--- src/source/gpu_macros.svh ---
`ifndef GPU_MACROS_SVH
`define GPU_MACROS_SVH

// Visible frame size in pixels
`define GPU_FRAME_W           640
`define GPU_FRAME_H           480

// Pixel position widths
`define GPU_X_W               10
`define GPU_Y_W               9

// Word address into SRAM, room for two full frames
`define GPU_SRAM_ADDR_W       20

// Word offset where frame 1 starts
`define GPU_FRAME_WORDS       (`GPU_FRAME_W * `GPU_FRAME_H)

// SRAM read pipeline depth and busy spacing
`define GPU_SRAM_RD_LAT       2
`define GPU_SRAM_BUSY_PERIOD  8

// Configuration register address width
`define GPU_CFG_ADDR_W        2

`endif

--- src/source/gpu_pxl_pkg.sv ---
`default_nettype none

`include "gpu_macros.svh"

package gpu_pxl_pkg;

  // YCbCr pixel as stored in one SRAM word
  typedef struct packed {
    logic [7:0]             y;    // Luma
    logic [3:0]             cb;   // Blue difference
    logic [3:0]             cr;   // Red difference
  } pxl_ycbcr_t;

  // Pixel transfer from a source into the gateway
  // Valid is wr or rd, never both
  typedef struct packed {
    pxl_ycbcr_t             pxl;  // Write data, ignored on reads
    logic [`GPU_X_W-1:0]    posx;
    logic [`GPU_Y_W-1:0]    posy;
    logic                   wr;   // Pixel write
    logic                   rd;   // Pixel read
  } pxl_req_t;

  // Read data returned to the GPU core, tagged with its position
  typedef struct packed {
    pxl_ycbcr_t             pxl;
    logic [`GPU_X_W-1:0]    posx;
    logic [`GPU_Y_W-1:0]    posy;
  } pxl_rsp_t;

endpackage

`default_nettype wire

--- src/source/gpu_mem_pkg.sv ---
`default_nettype none

`include "gpu_macros.svh"

package gpu_mem_pkg;

  import gpu_pxl_pkg::*;

  // Access from the gateway to the SRAM controller
  typedef struct packed {
    logic [`GPU_SRAM_ADDR_W-1:0]  addr;     // Linear word address incl. frame base
    pxl_ycbcr_t                   wr_data;
    logic                         wr_en;
    logic                         rd_en;
  } sram_req_t;

  // Read return from the SRAM controller
  typedef struct packed {
    logic                         rd_valid; // One pulse per accepted read
    pxl_ycbcr_t                   rd_data;
  } sram_rsp_t;

  // Configuration write, single cycle strobe
  typedef struct packed {
    logic                         strobe;
    logic [`GPU_CFG_ADDR_W-1:0]   addr;
    logic [7:0]                   data;
  } cfg_wr_t;

endpackage

`default_nettype wire

--- src/source/gpu_pxl_gw.sv ---
`default_nettype none

`include "gpu_macros.svh"

module gpu_pxl_gw
  import gpu_pxl_pkg::*;
  import gpu_mem_pkg::*;
(
  input  logic        cr_intf,
  input  logic        reset,
  input  pxl_req_t    core_req,     // GPU core, fixed priority
  input  pxl_req_t    aa_req,       // Anti-alias unit
  output logic        core_ready,
  output logic        aa_ready,
  input  logic        fb_sel,
  input  logic        aa_en,
  output sram_req_t   sram_req,
  input  logic        sram_ready,
  input  sram_rsp_t   sram_rsp,
  output pxl_rsp_t    rsp,          // Read data back to the core
  output logic        rsp_valid
);

  localparam int LAT = `GPU_SRAM_RD_LAT;

  logic                           core_vld;
  logic                           aa_vld;
  logic                           rd_acc;
  pxl_req_t                       sel_req;       // Request after arbitration
  logic [`GPU_SRAM_ADDR_W-7:0]    posy_ext;
  logic [`GPU_SRAM_ADDR_W-7:0]    posy_mul10;
  logic [`GPU_SRAM_ADDR_W-1:0]    line_addr;     // posy*640 + posx
  logic [`GPU_SRAM_ADDR_W-1:0]    frame_base;
  logic [LAT-2:0]                 pos_vld;       // Stage holds a live read
  logic [`GPU_X_W-1:0]            posx_pipe [LAT];
  logic [`GPU_Y_W-1:0]            posy_pipe [LAT];

  assign core_vld = core_req.wr | core_req.rd;
  assign aa_vld   = (aa_req.wr | aa_req.rd) & aa_en;   // Disabled port looks idle

  // Core wins whenever it has something, anti-alias only fills idle core cycles
  always_comb
  begin
    if (core_vld)
      sel_req = core_req;
    else if (aa_vld)
      sel_req = aa_req;
    else
      sel_req = '0;
  end

  assign core_ready = core_vld & sram_ready;
  assign aa_ready   = aa_en & ~core_vld & sram_ready;

  // posy*640 = (posy*8 + posy*2) << 6, no multiplier
  always_comb
  begin
    posy_ext   = (`GPU_SRAM_ADDR_W-6)'(sel_req.posy);
    posy_mul10 = (posy_ext << 3) + (posy_ext << 1);
    line_addr  = {posy_mul10, 6'd0} + `GPU_SRAM_ADDR_W'(sel_req.posx);
    frame_base = fb_sel ? `GPU_SRAM_ADDR_W'(`GPU_FRAME_WORDS) : '0;
  end

  assign sram_req.addr    = line_addr + frame_base;
  assign sram_req.wr_data = sel_req.pxl;
  assign sram_req.wr_en   = sel_req.wr;
  assign sram_req.rd_en   = sel_req.rd;

  assign rd_acc = sel_req.rd & sram_ready;           // Read taken by SRAM this edge

  // Stage valids, position moves on only behind a live read
  always_ff @(posedge cr_intf)
  begin
    if (reset)
      pos_vld <= '0;
    else
      pos_vld <= (LAT-1)'({pos_vld, rd_acc});
  end

  // Position pipeline, same depth as SRAM read latency
  always_ff @(posedge cr_intf)
  begin
    if (rd_acc)
    begin
      posx_pipe[0] <= sel_req.posx;
      posy_pipe[0] <= sel_req.posy;
    end
    for (int i = 1; i < LAT; i++)
    begin
      if (pos_vld[i-1])
      begin
        posx_pipe[i] <= posx_pipe[i-1];
        posy_pipe[i] <= posy_pipe[i-1];
      end
    end
  end

  assign rsp.pxl   = sram_rsp.rd_data;
  assign rsp.posx  = posx_pipe[LAT-1];                 // Lines up with rd_valid
  assign rsp.posy  = posy_pipe[LAT-1];
  assign rsp_valid = sram_rsp.rd_valid;

endmodule

`default_nettype wire

--- config.mk ---
export PLATFORM = sky130hd
export DESIGN_NAME = gpu_pxl_gw
export DESIGN_NICKNAME = d
export VERILOG_FILES = /design/src/source/gpu_pxl_pkg.sv /design/src/source/gpu_mem_pkg.sv /design/src/source/gpu_pxl_gw.sv
export VERILOG_INCLUDE_DIRS = /design/src /design/src/source
export SDC_FILE = /design/constraint.sdc
export NUM_CORES = 1
export LEC_CHECK = 0
export BUFFER_PORTS_ARGS = -buffer_cell sky130_fd_sc_hd__buf_4
export CORE_MARGIN = 3
export CORE_UTILIZATION = 45
export CTS_CLUSTER_SIZE = 8
export DETAILED_ROUTE_END_ITERATION = 8
export PLACE_DENSITY = 0.83
export SETUP_SLACK_MARGIN = 0.3
export SLEW_MARGIN = 0
export SYNTH_ARGS = -nofsm -noshare
export SYNTH_HDL_FRONTEND = slang
export SYNTH_SLANG_ARGS = --single-unit
--- constraint.sdc ---
create_clock -name cr_intf -period 13.3 [get_ports cr_intf]
set_input_delay 2.66 -clock cr_intf [delete_from_list [all_inputs] [get_ports cr_intf]]
set_output_delay 2.66 -clock cr_intf [all_outputs]
set_load 0.01 [all_outputs]
# == Yosys cells after proc, flatten, opt, wreduce, memory -nomap -nowiden ==
# Memories as Yosys holds them, arrays and structs flattened.
# Cells that the tools add are included.
# word_totals
inputBits,96
out_inout_bits,76
n_memories,2
mem_bits_rw,38
ff_bits,1
# mem_list
memory,words,word_bits,rd,rd_ports_with_merged_regs,wr,line,text
posx_pipe,2,10,2,0,2,gpu_pxl_gw.sv:35,logic [`GPU_X_W-1:0] posx_pipe [LAT];
posy_pipe,2,9,2,0,2,gpu_pxl_gw.sv:36,logic [`GPU_Y_W-1:0] posy_pipe [LAT];
# classes
add_sub_neg,3
n_bitwise,8
n_mux,7
# ops
op,n
37-bit 2-to-1 mux,2
19-bit by 10-bit adder with 20-bit output,1
20-bit by 19-bit adder with 20-bit output,1
19-bit 2-to-1 mux,1
12-bit by 10-bit adder with 13-bit output,1
1-bit bitwise AND,5
1-bit 2-to-1 mux,4
1-bit bitwise OR,2
1-bit inverter,1

# == Logic depth before layout (Yosys ltp) ==
# Gate-level depths: netlist of run 1.
# logic_depth
word_depth,7
depth_mapped,18
ltp_nobuf,15

# == Least setup slack after synthesis of run 1 ==
# Ideal clock, no wire load.
# synth_path
path_type,input-to-output
from,in core_req[1] in the netlist's numbering
to,out sram_req[36] in the netlist's numbering
arrival_time_ns,5.872
path_buffers,2
stages,15
t_required_ns,10.640
slack_ns,4.768
cell_sequence,o21ba_2 -> and2_1 -> clkbuf_1 -> clkbuf_1 -> a22o_1 -> ha_1 -> a21o_1 -> maj3_2 -> xor2_1 -> ha_1 -> nand4b_1 -> o21ai_0 -> a31o_2 -> nand3_1 -> xnor2_1
# synth_lines
element,line,text
"start, declared",gpu_pxl_gw.sv:11,"input pxl_req_t core_req,"
"end, declared",gpu_pxl_gw.sv:17,"output sram_req_t sram_req,"

==> results of run 1 <==
==> flip-flops by register name (all words and copies together) (netlist names) <==
name       count
posy_pipe     18
pos_vld        1
posx_pipe     20
==> cell type report <==
| class | count | area [um2] |
|---|---|---|
| clock buffers | 6 | 82.6 |
| clock inverters | 2 | 35.0 |
| fillers | 506 | 2430 |
| inverters | 4 | 15.0 |
| multi-input cells | 144 | 1150 |
| flip-flops and latches | 39 | 1160 |
| well taps | 75 | 93.8 |
| repair buffers | 137 | 1030 |
==> worst paths after layout <==
check / start / end / slack (ns) / depth (start not counted)
setup reg to reg: pos_vld / posy_pipe[0][12] / 12.10 / 0
hold reg to reg: posx_pipe[0][1] / posx_pipe[0][11] / 0.42 / 0
setup / recovery: core_req[0] / sram_req[36] / 3.78 / 15
hold / removal: posx_pipe[0][1] / posx_pipe[0][11] / 0.42 / 0
==> per-stage QoR <==
step / worst slack (ns) / hold WS [ns] / total power (uW) / area [um2]
final: 3.78 / 0.419 / 390 / 3560
after global routing: 3.47 / 0.426 / 411 / 3560
after CTS: 3.78 / 0.421 / 394 / 3560
after detailed placement: 3.78 / 0.405 / 294 / 3440
after global placement: 3.98 / 0.401 / 291 / 3440
after floorplan: 4.77 / 0.400 / 244 / 2830
==> routing by layer <==
layer / vias to the layer above / part of all wire (%) / GRT usage, % / routed length (um)
met5: - / 0 / 0 / 0
met1: 927 / 41 / 20.3 / 2580
met2: 99 / 50 / 28.0 / 3160
met3: 12 / 7.6 / 3.11 / 477
li1: 1031 / - / - / -
met4: 0 / 1.4 / 6.62 / 90
==> cell usage after synthesis (2+ instances only) <==
master,instances
buf_4,61
edfxtp_1,38
a22o_1,30
nand2_1,18
ha_1,14
xor2_1,10
o21ai_0,8
clkbuf_1,7
nor2b_1,7
and2_1,5
xnor2_1,5
a21o_1,4
a21oi_1,4
inv_1,4
nor2_1,3
nor3_1,3
a31o_2,2
a31oi_1,2
a32o_1,2
a32oi_1,2
buf_2,2
fa_1,2
nand3_1,2
o21bai_1,2
==> where the power goes <==
group	leakage, uW	switching (uW)	total (uW)	internal [uW]
Clock	0.0000612	37.9	98.6	60.6
Sequential	0.000361	3.13	149	146
Combinational	0.00121	67.6	143	75.2
Total	0.00163	109	390	282
==> worst max-delay path: stages <==
cell	delay (ns)
buf_4	0.13
nor2b_1	0.36
and2_1	0.96
a22o_1	0.40
ha_1	0.28
a21o_1	0.16
maj3_2	0.34
xor2_1	0.17
ha_1	0.33
nand4b_1	0.11
o21ai_0	0.32
a31o_2	0.23
nand3_1	0.09
xnor2_1	0.17
buf_4	0.14
==> kinds of logic (layout without fill, tap and decap cells) <==
| kind of cell | after synthesis | after routing | synth area share (%) |
|---|---|---|---|
| flip-flops | 39 | 39 | 41.1 |
| AO/OA/AOI/OAI | 64 | 64 | 18.5 |
| AND/OR/NAND/NOR | 47 | 47 | 8.54 |
| XOR/XNOR | 16 | 16 | 5.44 |
| adder cells (fa/ha/maj) | 17 | 17 | 8.01 |
| buffers and inverters | 75 | 149 | 18.4 |
==> placed cells by master, fill, tap and decap left out, types with 6 or more instances in the layout <==
cell / netlist / layout
o21ai_0: 8 / 8
ha_1: 14 / 14
clkbuf_8: 0 / 6
a22o_1: 30 / 30
xor2_1: 10 / 10
buf_4: 61 / 137
nand2_1: 18 / 18
edfxtp_1: 38 / 38
nor2b_1: 7 / 7
==> results.yml, run 1 <==
run_status:
  status: "finished, final reports clean"
cts:
  numCtsBuffers: 5
  ctsHoldBuffers: 0
  clock_path_buffers: 2
  cts_resized: 0
  ctsRootBufferMaster: "clkbuf_8"
  clkTransAtPathRegs_ns: 0.07
  cts.htree.levels: 2
  numClockSinks: 39
  cts_tree: "yes"
  postCtsSetupRepairBufs: 0
  clk_latency_ns: 0.28
synth:
  synthArstFlopShare_pct: 0
  yosysWarnings: 0
  synth_area_um2: 2830
  synth.net_count: 370
  syn_inst: 258
  synth_area_leader_cell: "edfxtp_1"
  syn_avg_cell_area_um2: 11.0
  synth-edff-count: 38
  synth_area_leaders: "edfxtp_1 40%, buf_4 16%, a22o_1 9.3%"
  synth_ff_type: "edfxtp_1"
  synth_top_area_share_pct: 40.4
  yosysSeqAreaShare_pct: 41.1
  synth-seq-cells: 39
  ys_types: 45
global_route:
  overflow: 0
  grt_pass1_wl_mm: 9.47
  grt_pass1_vias: 2019
  antenna_found_initial: 0
  grt_use_total_pct: 16.4
  grt_max_degree: 39
detailed_routing:
  ant_nets: 0
  routed_via_density: 5.08
  wl_per_cell_um: 15.5
  drc: 0
  drt_pre_antenna_iters: 4
  drt-total-wl_mm: 6.31
  vias: 2069
  drtIter0Drc: 78
floorplan:
  start_util_pct: 47.2
  die_w_um: 85.3
  core_um2: 5990
  ios: 172
  rows: 28
  die_h_um: 85.3
  die_area_um2: 7270
sta:
  maxSlewViolCount: 0
  rsz0062_at_grt: "false"
  clock.fmax_mhz: 105
  hold_viol_final: 0
  setup_viol: 0
  tns_ns: 0
  max_slew_margin_pct: 16.8
  fin_skew_ns: 0.00465
  fin_crit_ns: 9.52
  worst_slew_pin_slew_ns: 1.25
  fin_crit_sh_pct: 71.6
power:
  powerDensity_nw_per_um2: 110
  ir_drop_mv: 0.0729
  p_leak_uw: 0.00163
run:
  maxCapViolCount: 0
place:
  gp_congestion: 0.859
  placedCellCount: 399
  io_buffers: 137
  detailed_place_hpwl_mm: 5.15
worst_setup_path:
  crit_path_start_kind: "input port"
  cp-end-kind: "output pin"
  cp_max_fo: 32
  cp.required_ns: 10.64
  critPathKind: "input port to output pin"
  critPathArrivalTime_ns: 6.86
layout:
  n_antenna_cell: 0
  final_core_util_pct: 59.5
  nets: 443
  area_growth_pct: 26.0
  drive_gt1_share_pct: 46.4
  fin_cells: 407
min_path:
  hp-class: "flop to flop"
Note: power is estimated with default switching activity, not from simulation.
==> run 2: changes to the inputs <==
--- a/config.mk
+++ b/config.mk
@@ -6,12 +6,13 @@
 export SDC_FILE = /design/constraint.sdc
 export NUM_CORES = 1
 export LEC_CHECK = 0
+export ABC_AREA = 1
 export BUFFER_PORTS_ARGS = -buffer_cell sky130_fd_sc_hd__buf_4
 export CORE_MARGIN = 3
-export CORE_UTILIZATION = 45
+export CORE_UTILIZATION = 41
 export CTS_CLUSTER_SIZE = 8
 export DETAILED_ROUTE_END_ITERATION = 8
-export PLACE_DENSITY = 0.83
+export PLACE_DENSITY = 0.78
 export SETUP_SLACK_MARGIN = 0.3
 export SLEW_MARGIN = 0
 export SYNTH_ARGS = -nofsm -noshare
==> constraint.sdc (replaced) <==
create_clock -name cr_intf -period 8.2 [get_ports cr_intf]
set_input_delay 1.64 -clock cr_intf [delete_from_list [all_inputs] [get_ports cr_intf]]
set_output_delay 1.64 -clock cr_intf [all_outputs]
set_load 0.01 [all_outputs]
==> run 2 against run 1 <==
Setup slack worse by 1.9 ns. Sequential power is 61% higher. First-iteration DRC count is 44% higher. Clock skew is 0.0030 ns lower. Critical path type unchanged.
==> results.yml, run 2 <==
synth:
  synth_area_leader_cell: "edfxtp_1"
  synth_ff_type: "edfxtp_1"
  synth.net_count: 447
  synth-edff-count: 38
  synth_area_um2: 3060
  synth-seq-cells: 39
  synthArstFlopShare_pct: 0
  synth_area_leaders: "edfxtp_1 37%, buf_4 15%, a22o_1 8.6%"
  ys_types: 32
  synth_top_area_share_pct: 37.3
  yosysSeqAreaShare_pct: 38.0
  post-synth-top-count-cell: "buf_4"
  syn_inst: 335
  yosysWarnings: 0
  synth.cells.most_frequent: "61 x buf_4, 58 x nand2_1, 38 x edfxtp_1, 30 x a22o_1, 30 x inv_1"
  syn_avg_cell_area_um2: 9.12
sta:
  fin_crit_ns: 6.35
  clock.fmax_mhz: 158
  hold_viol_final: 0
  setup_viol: 0
  rsz0062_at_grt: "false"
  fin_skew_ns: 0.00160
  max_slew_margin_pct: 50.4
  fin_crit_sh_pct: 77.4
  fin_ws_ns: 1.85
  worst_slew_pin_slew_ns: 0.744
  tns_ns: 0
  maxSlewViolCount: 0
global_route:
  grt_pass1_wl_mm: 11.2
  grt_pass1_vias: 2416
  grt_use_total_pct: 16.3
  grt_max_degree: 38
  antenna_found_initial: 0
  overflow: 0
power:
  powerDensity_nw_per_um2: 166
  ir_drop_mv: 0.0625
  p_leak_uw: 0.00192
worst_setup_path:
  crit_path_start_kind: "input port"
  crit_chain: "buf_4 > nor2_4 > nand2_4 > nor2_2 > a22o_1 > ha_1 > fa_1 > nand3_4 > o21bai_4 > xor2_1 > ha_1 > a21oi_1 > nand2_1 > nand3_2 > nand2_2 > nand2_1 > nand2_1 > nand2_1 > buf_4"
  cpMostUsedCell: "nand2_1"
  crit_slowest_cell: "ha_1"
  rrSetupSlack_ns: 7.02
  cp-end-kind: "output pin"
  critPathKind: "input port to output pin"
  cpPeakStageDelay_ns: 0.29
  cp.required_ns: 6.56
  critPathArrivalTime_ns: 4.71
  cp_max_fo: 8
layout:
  area_growth_pct: 25.7
  regMostFlops: "posx_pipe"
  drive_gt1_share_pct: 43.7
  n_antenna_cell: 0
  final_common_cell: "buf_4"
  nets: 525
  largest_reg_flops: 20
  layout_common_cells: "138 x buf_4, 58 x nand2_1, 38 x edfxtp_1"
  largest_registers: "posx_pipe: 20 flops, posy_pipe: 18 flops, pos_vld: 1 flops"
place:
  detailed_place_hpwl_mm: 5.82
  gp_congestion: 0.852
  io_buffers: 137
  dp_slack_ns: 1.81
cts:
  clk_latency_ns: 0.28
  cts_tree: "yes"
  cts.htree.levels: 2
  ctsRootBufferMaster: "clkbuf_8"
  ctsHoldBuffers: 0
  numClockSinks: 39
  cts_resized: 0
  postCtsSetupRepairBufs: 0
  clkTransAtPathRegs_ns: 0.07
  numCtsBuffers: 5
  clock_path_buffers: 2
detailed_routing:
  wl_per_cell_um: 13.5
  drc: 0
  ant_nets: 0
  drtIter0Drc: 112
  routed_via_density: 4.68
  drt-total-wl_mm: 6.90
  drt_pre_antenna_iters: 4
  vias: 2387
floorplan:
  start_util_pct: 43.5
  core_um2: 7020
  die_w_um: 92.3
  ios: 172
  die_h_um: 92.3
  die_area_um2: 8520
  rows: 30
run:
  maxCapViolCount: 0
min_path:
  hp-class: "flop to flop"
run_status:
  status: "finished, final reports clean"
-- run 2: changes by cell type after synthesis, sizes merged, moves of 5 or more --
cell   before  now
nand2      18   75
inv         4   35
nor2        3   27
nand3       2   18
nor2b       8    0
and2        5    0
o21ai       8    3
-- run 2: metrics by stage --
step	power, uW	cells	cell area (um2)	utilization (%)	hold WS (ns)
floorplan	408	335	3060	-	0.400
detailed placement	493	502	3730	53.2	0.405
global placement	487	502	3730	53.2	0.402
CTS	643	510	3840	54.7	0.420
global route	675	510	3840	54.7	0.427
finish	636	510	3840	54.7	0.418
-- run 2: power breakdown --
part	switching (uW)	leakage (uW)	internal, uW
clock	59.8	0.0000556	88.9
combinational	127	0.00150	121
sequential	4.58	0.000360	235
-- run 2: worst max-delay path: cells and delay by family --
family | cells | cell delay (ns)
buffers and inverters | 2 | 0.24
AOI/OAI and AO/OA | 3 | 0.67
and+or+nand+nor | 10 | 1.19
adders and majority gates | 3 | 0.73
xor gates and xnor gates | 1 | 0.23
-- run 2: cell families (layout without fill, tap and decap cells) --
kind of cell | after synthesis | after routing | share of synthesized area (%)
xor+xnor | 11 | 11 | 3.15
compound gates | 41 | 41 | 11.3
simple gates | 126 | 126 | 20.4
flops | 39 | 39 | 38.0
fa+ha+maj | 16 | 16 | 7.04
buf+inv | 102 | 181 | 20.0
-- run 2: path summary, 6_finish.rpt --
| kind | from | end | depth (start not counted) |
|---|---|---|---|
| worst max-delay path | core_req[0] | sram_req[36] | 19 |
| worst min-delay path | posy_pipe[0][4] | posy_pipe[0][13] | 0 |
| worst max register to register | pos_vld | posy_pipe[0][17] | 0 |
| worst min register to register | posy_pipe[0][4] | posy_pipe[0][13] | 0 |
-- run 2: routing by layer --
layer,vias to the layer above,global-route usage [%],wire [um]
met5,-,0,0
met4,0,5.45,110
met3,13,3.33,461
met2,103,28.9,3410
met1,1056,19.6,2920
li1,1215,-,-
-- run 2: area by class of cell --
class | count | area (um2)
Tap cell | 96 | 120
Timing Repair Buffer | 138 | 1040
Multi-Input combinational cell | 194 | 1280
Sequential cell | 39 | 1160
Clock buffer | 5 | 68.8
Fill cell | 610 | 3180
Inverter | 35 | 131
Clock inverter | 3 | 38.8
==> run 3: changes to the inputs <==
--- a/config.mk
+++ b/config.mk
@@ -9,10 +9,10 @@
 export ABC_AREA = 1
 export BUFFER_PORTS_ARGS = -buffer_cell sky130_fd_sc_hd__buf_4
 export CORE_MARGIN = 3
-export CORE_UTILIZATION = 41
+export CORE_UTILIZATION = 45
 export CTS_CLUSTER_SIZE = 8
 export DETAILED_ROUTE_END_ITERATION = 8
-export PLACE_DENSITY = 0.78
+export PLACE_DENSITY = 0.81
 export SETUP_SLACK_MARGIN = 0.3
 export SLEW_MARGIN = 0
 export SYNTH_ARGS = -nofsm -noshare
==> constraint.sdc (replaced) <==
create_clock -name cr_intf -period 6.5 [get_ports cr_intf]
set_input_delay 1.3 -clock cr_intf [delete_from_list [all_inputs] [get_ports cr_intf]]
set_output_delay 1.3 -clock cr_intf [all_outputs]
set_load 0.01 [all_outputs]
==> run 3 against run 2 <==
Via count grew 2.0%. Cell count shrank 3.7%. Clock skew grew 0.0051 ns. Clock-buffer cell count is the same. Clock power grew 26%. Sequential cell count is the same. Global-route usage grew 2.1 points. Die area shrank 8.3%. First-iteration DRC count shrank 11%. Critical path depth is the same.
==> results.yml, run 3 (same netlist as run 2, synthesis figures left out) <==
cts:
  clock_path_buffers: 2
  ctsHoldBuffers: 0
  cts.htree.levels: 2
  numClockSinks: 39
  clkTransAtPathRegs_ns: 0.07
  numCtsBuffers: 5
  postCtsSetupRepairBufs: 0
  ctsRootBufferMaster: "clkbuf_8"
  cts_tree: "yes"
  clk_latency_ns: 0.28
  cts_resized: 0
min_path:
  min_from: "posx_pipe[0][6]"
  hp-class: "flop to flop"
global_route:
  grt_max_degree: 38
  grt_pass1_wl_mm: 11.2
  antenna_found_initial: 0
  overflow: 0
  grt_use_total_pct: 18.4
  grt_pass1_vias: 2444
sta:
  hold_viol_final: 0
  clock.fmax_mhz: 177
  setup_viol: 0
  fin_skew_ns: 0.00671
  max_slew_margin_pct: 47.7
  tns_ns: 0
  fin_crit_ns: 5.66
  worst_slew_pin_slew_ns: 0.783
  fin_crit_sh_pct: 87.1
  rsz0062_at_grt: "false"
  maxSlewViolCount: 0
floorplan:
  die_h_um: 88.4
  core_um2: 6460
  rows: 29
  ios: 172
  die_area_um2: 7810
  start_util_pct: 47.3
  die_w_um: 88.4
worst_setup_path:
  cp-startpoint: "core_req[0]"
  rrSetupSlack_ns: 5.30
  cp.required_ns: 5.20
  crit_path_start_kind: "input port"
  critPathKind: "input port to output pin"
  cp_max_fo: 37
  r2r_start: "pos_vld"
  r2r_cells: 0
  rr_endpoint: "posy_pipe[0][12]"
  cp-end-kind: "output pin"
  crit_end: "sram_req[36]"
  critPathArrivalTime_ns: 4.36
layout:
  largest_registers: "posx_pipe: 20 flops, posy_pipe: 18 flops, pos_vld: 1 flops"
  final_common_cell: "buf_4"
  drive_gt1_share_pct: 43.7
  nets: 525
  layout_common_cells: "138 x buf_4, 58 x nand2_1, 38 x edfxtp_1"
  largest_reg_flops: 20
  nFillCells: 562
  fin_cells: 491
  regMostFlops: "posx_pipe"
  area_growth_pct: 24.9
  n_antenna_cell: 0
run:
  maxCapViolCount: 0
detailed_routing:
  wl_per_cell_um: 14.4
  vias: 2434
  drtIter0Drc: 100
  drt_pre_antenna_iters: 4
  drc: 0
  ant_nets: 0
  routed_via_density: 4.96
  drt-total-wl_mm: 7.09
place:
  io_buffers: 137
  placedCellCount: 483
  detailed_place_hpwl_mm: 5.96
  gp_congestion: 0.838
power:
  p_leak_uw: 0.00192
  p_total_uw: 801
  powerDensity_nw_per_um2: 210
  ir_drop_mv: 0.0753
run_status:
  status: "finished, final reports clean"
==> run 3: cell counts in the layout (fill, tap and decap cells not counted) <==
No cell type changed its count.
==> run 3: power breakdown <==
part | switching [uW] | total [uW] | internal (uW)
Sequential | 5.75 | 302 | 297
Combinational | 159 | 311 | 152
Clock | 75.3 | 188 | 112
Total | 240 | 801 | 561
==> run 3: layout make-up <==
class	count	area [um2]	area share, %
flip-flops and latches	39	1160	30.4
well taps	77	96.3	2.52
clock inverters	3	38.8	1.02
repair buffers	138	1040	27.1
inverters	35	131	3.44
multi-input cells	194	1280	33.7
clock buffers	5	68.8	1.80
==> run 3: critical path: stages <==
cell and delay (ns):
buf_4 0.13, inv_2 0.07, nand2_4 0.22, a22o_1 0.35
ha_1 0.22, fa_1 0.43, nand3_4 0.15, o21bai_4 0.08
xor2_1 0.16, ha_1 0.32, nor3b_1 0.22, nand4_1 0.12
nand2_1 0.12, nand3_2 0.09, nand2_2 0.09, nand2_1 0.06
nand2_1 0.05, nand2_1 0.04, buf_4 0.13
==> run 3: metrics by stage <==
step	setup WS [ns]	area [um2]	hold slack (ns)	utilization, %
final	0.840	3820	0.413	59.1
after floorplan	1.16	3060	0.400	-
after global routing	0.579	3820	0.425	59.1
after global placement	0.993	3710	0.402	57.4
after CTS	0.820	3820	0.417	59.1
after detailed placement	0.837	3710	0.405	57.4
==> run 3: how the worst min path moves through the flow <==
| stage | end | slack, ns | cells past startpoint |
|---|---|---|---|
| 5_1_grt | posx_pipe[0][16] | 0.42 | 0 |
| 3_5_place_dp | posx_pipe[0][10] | 0.40 | 0 |
| 2_1_floorplan | posx_pipe[0][10] | 0.40 | 0 |
| 4_1_cts | posx_pipe[0][16] | 0.42 | 0 |
| 3_3_place_gp | posx_pipe[0][10] | 0.40 | 0 |
| 6_report | posx_pipe[0][16] | 0.41 | 0 |
==> run 3: layer usage <==
| layer | share of wire (%) | wire (um) | GRT usage [%] |
|---|---|---|---|
| met3 | 6.6 | 466 | 2.42 |
| met5 | 0 | 0 | 0 |
| met4 | 2.3 | 163 | 7.55 |
| met1 | 40 | 2810 | 21.7 |
| met2 | 52 | 3650 | 33.6 |
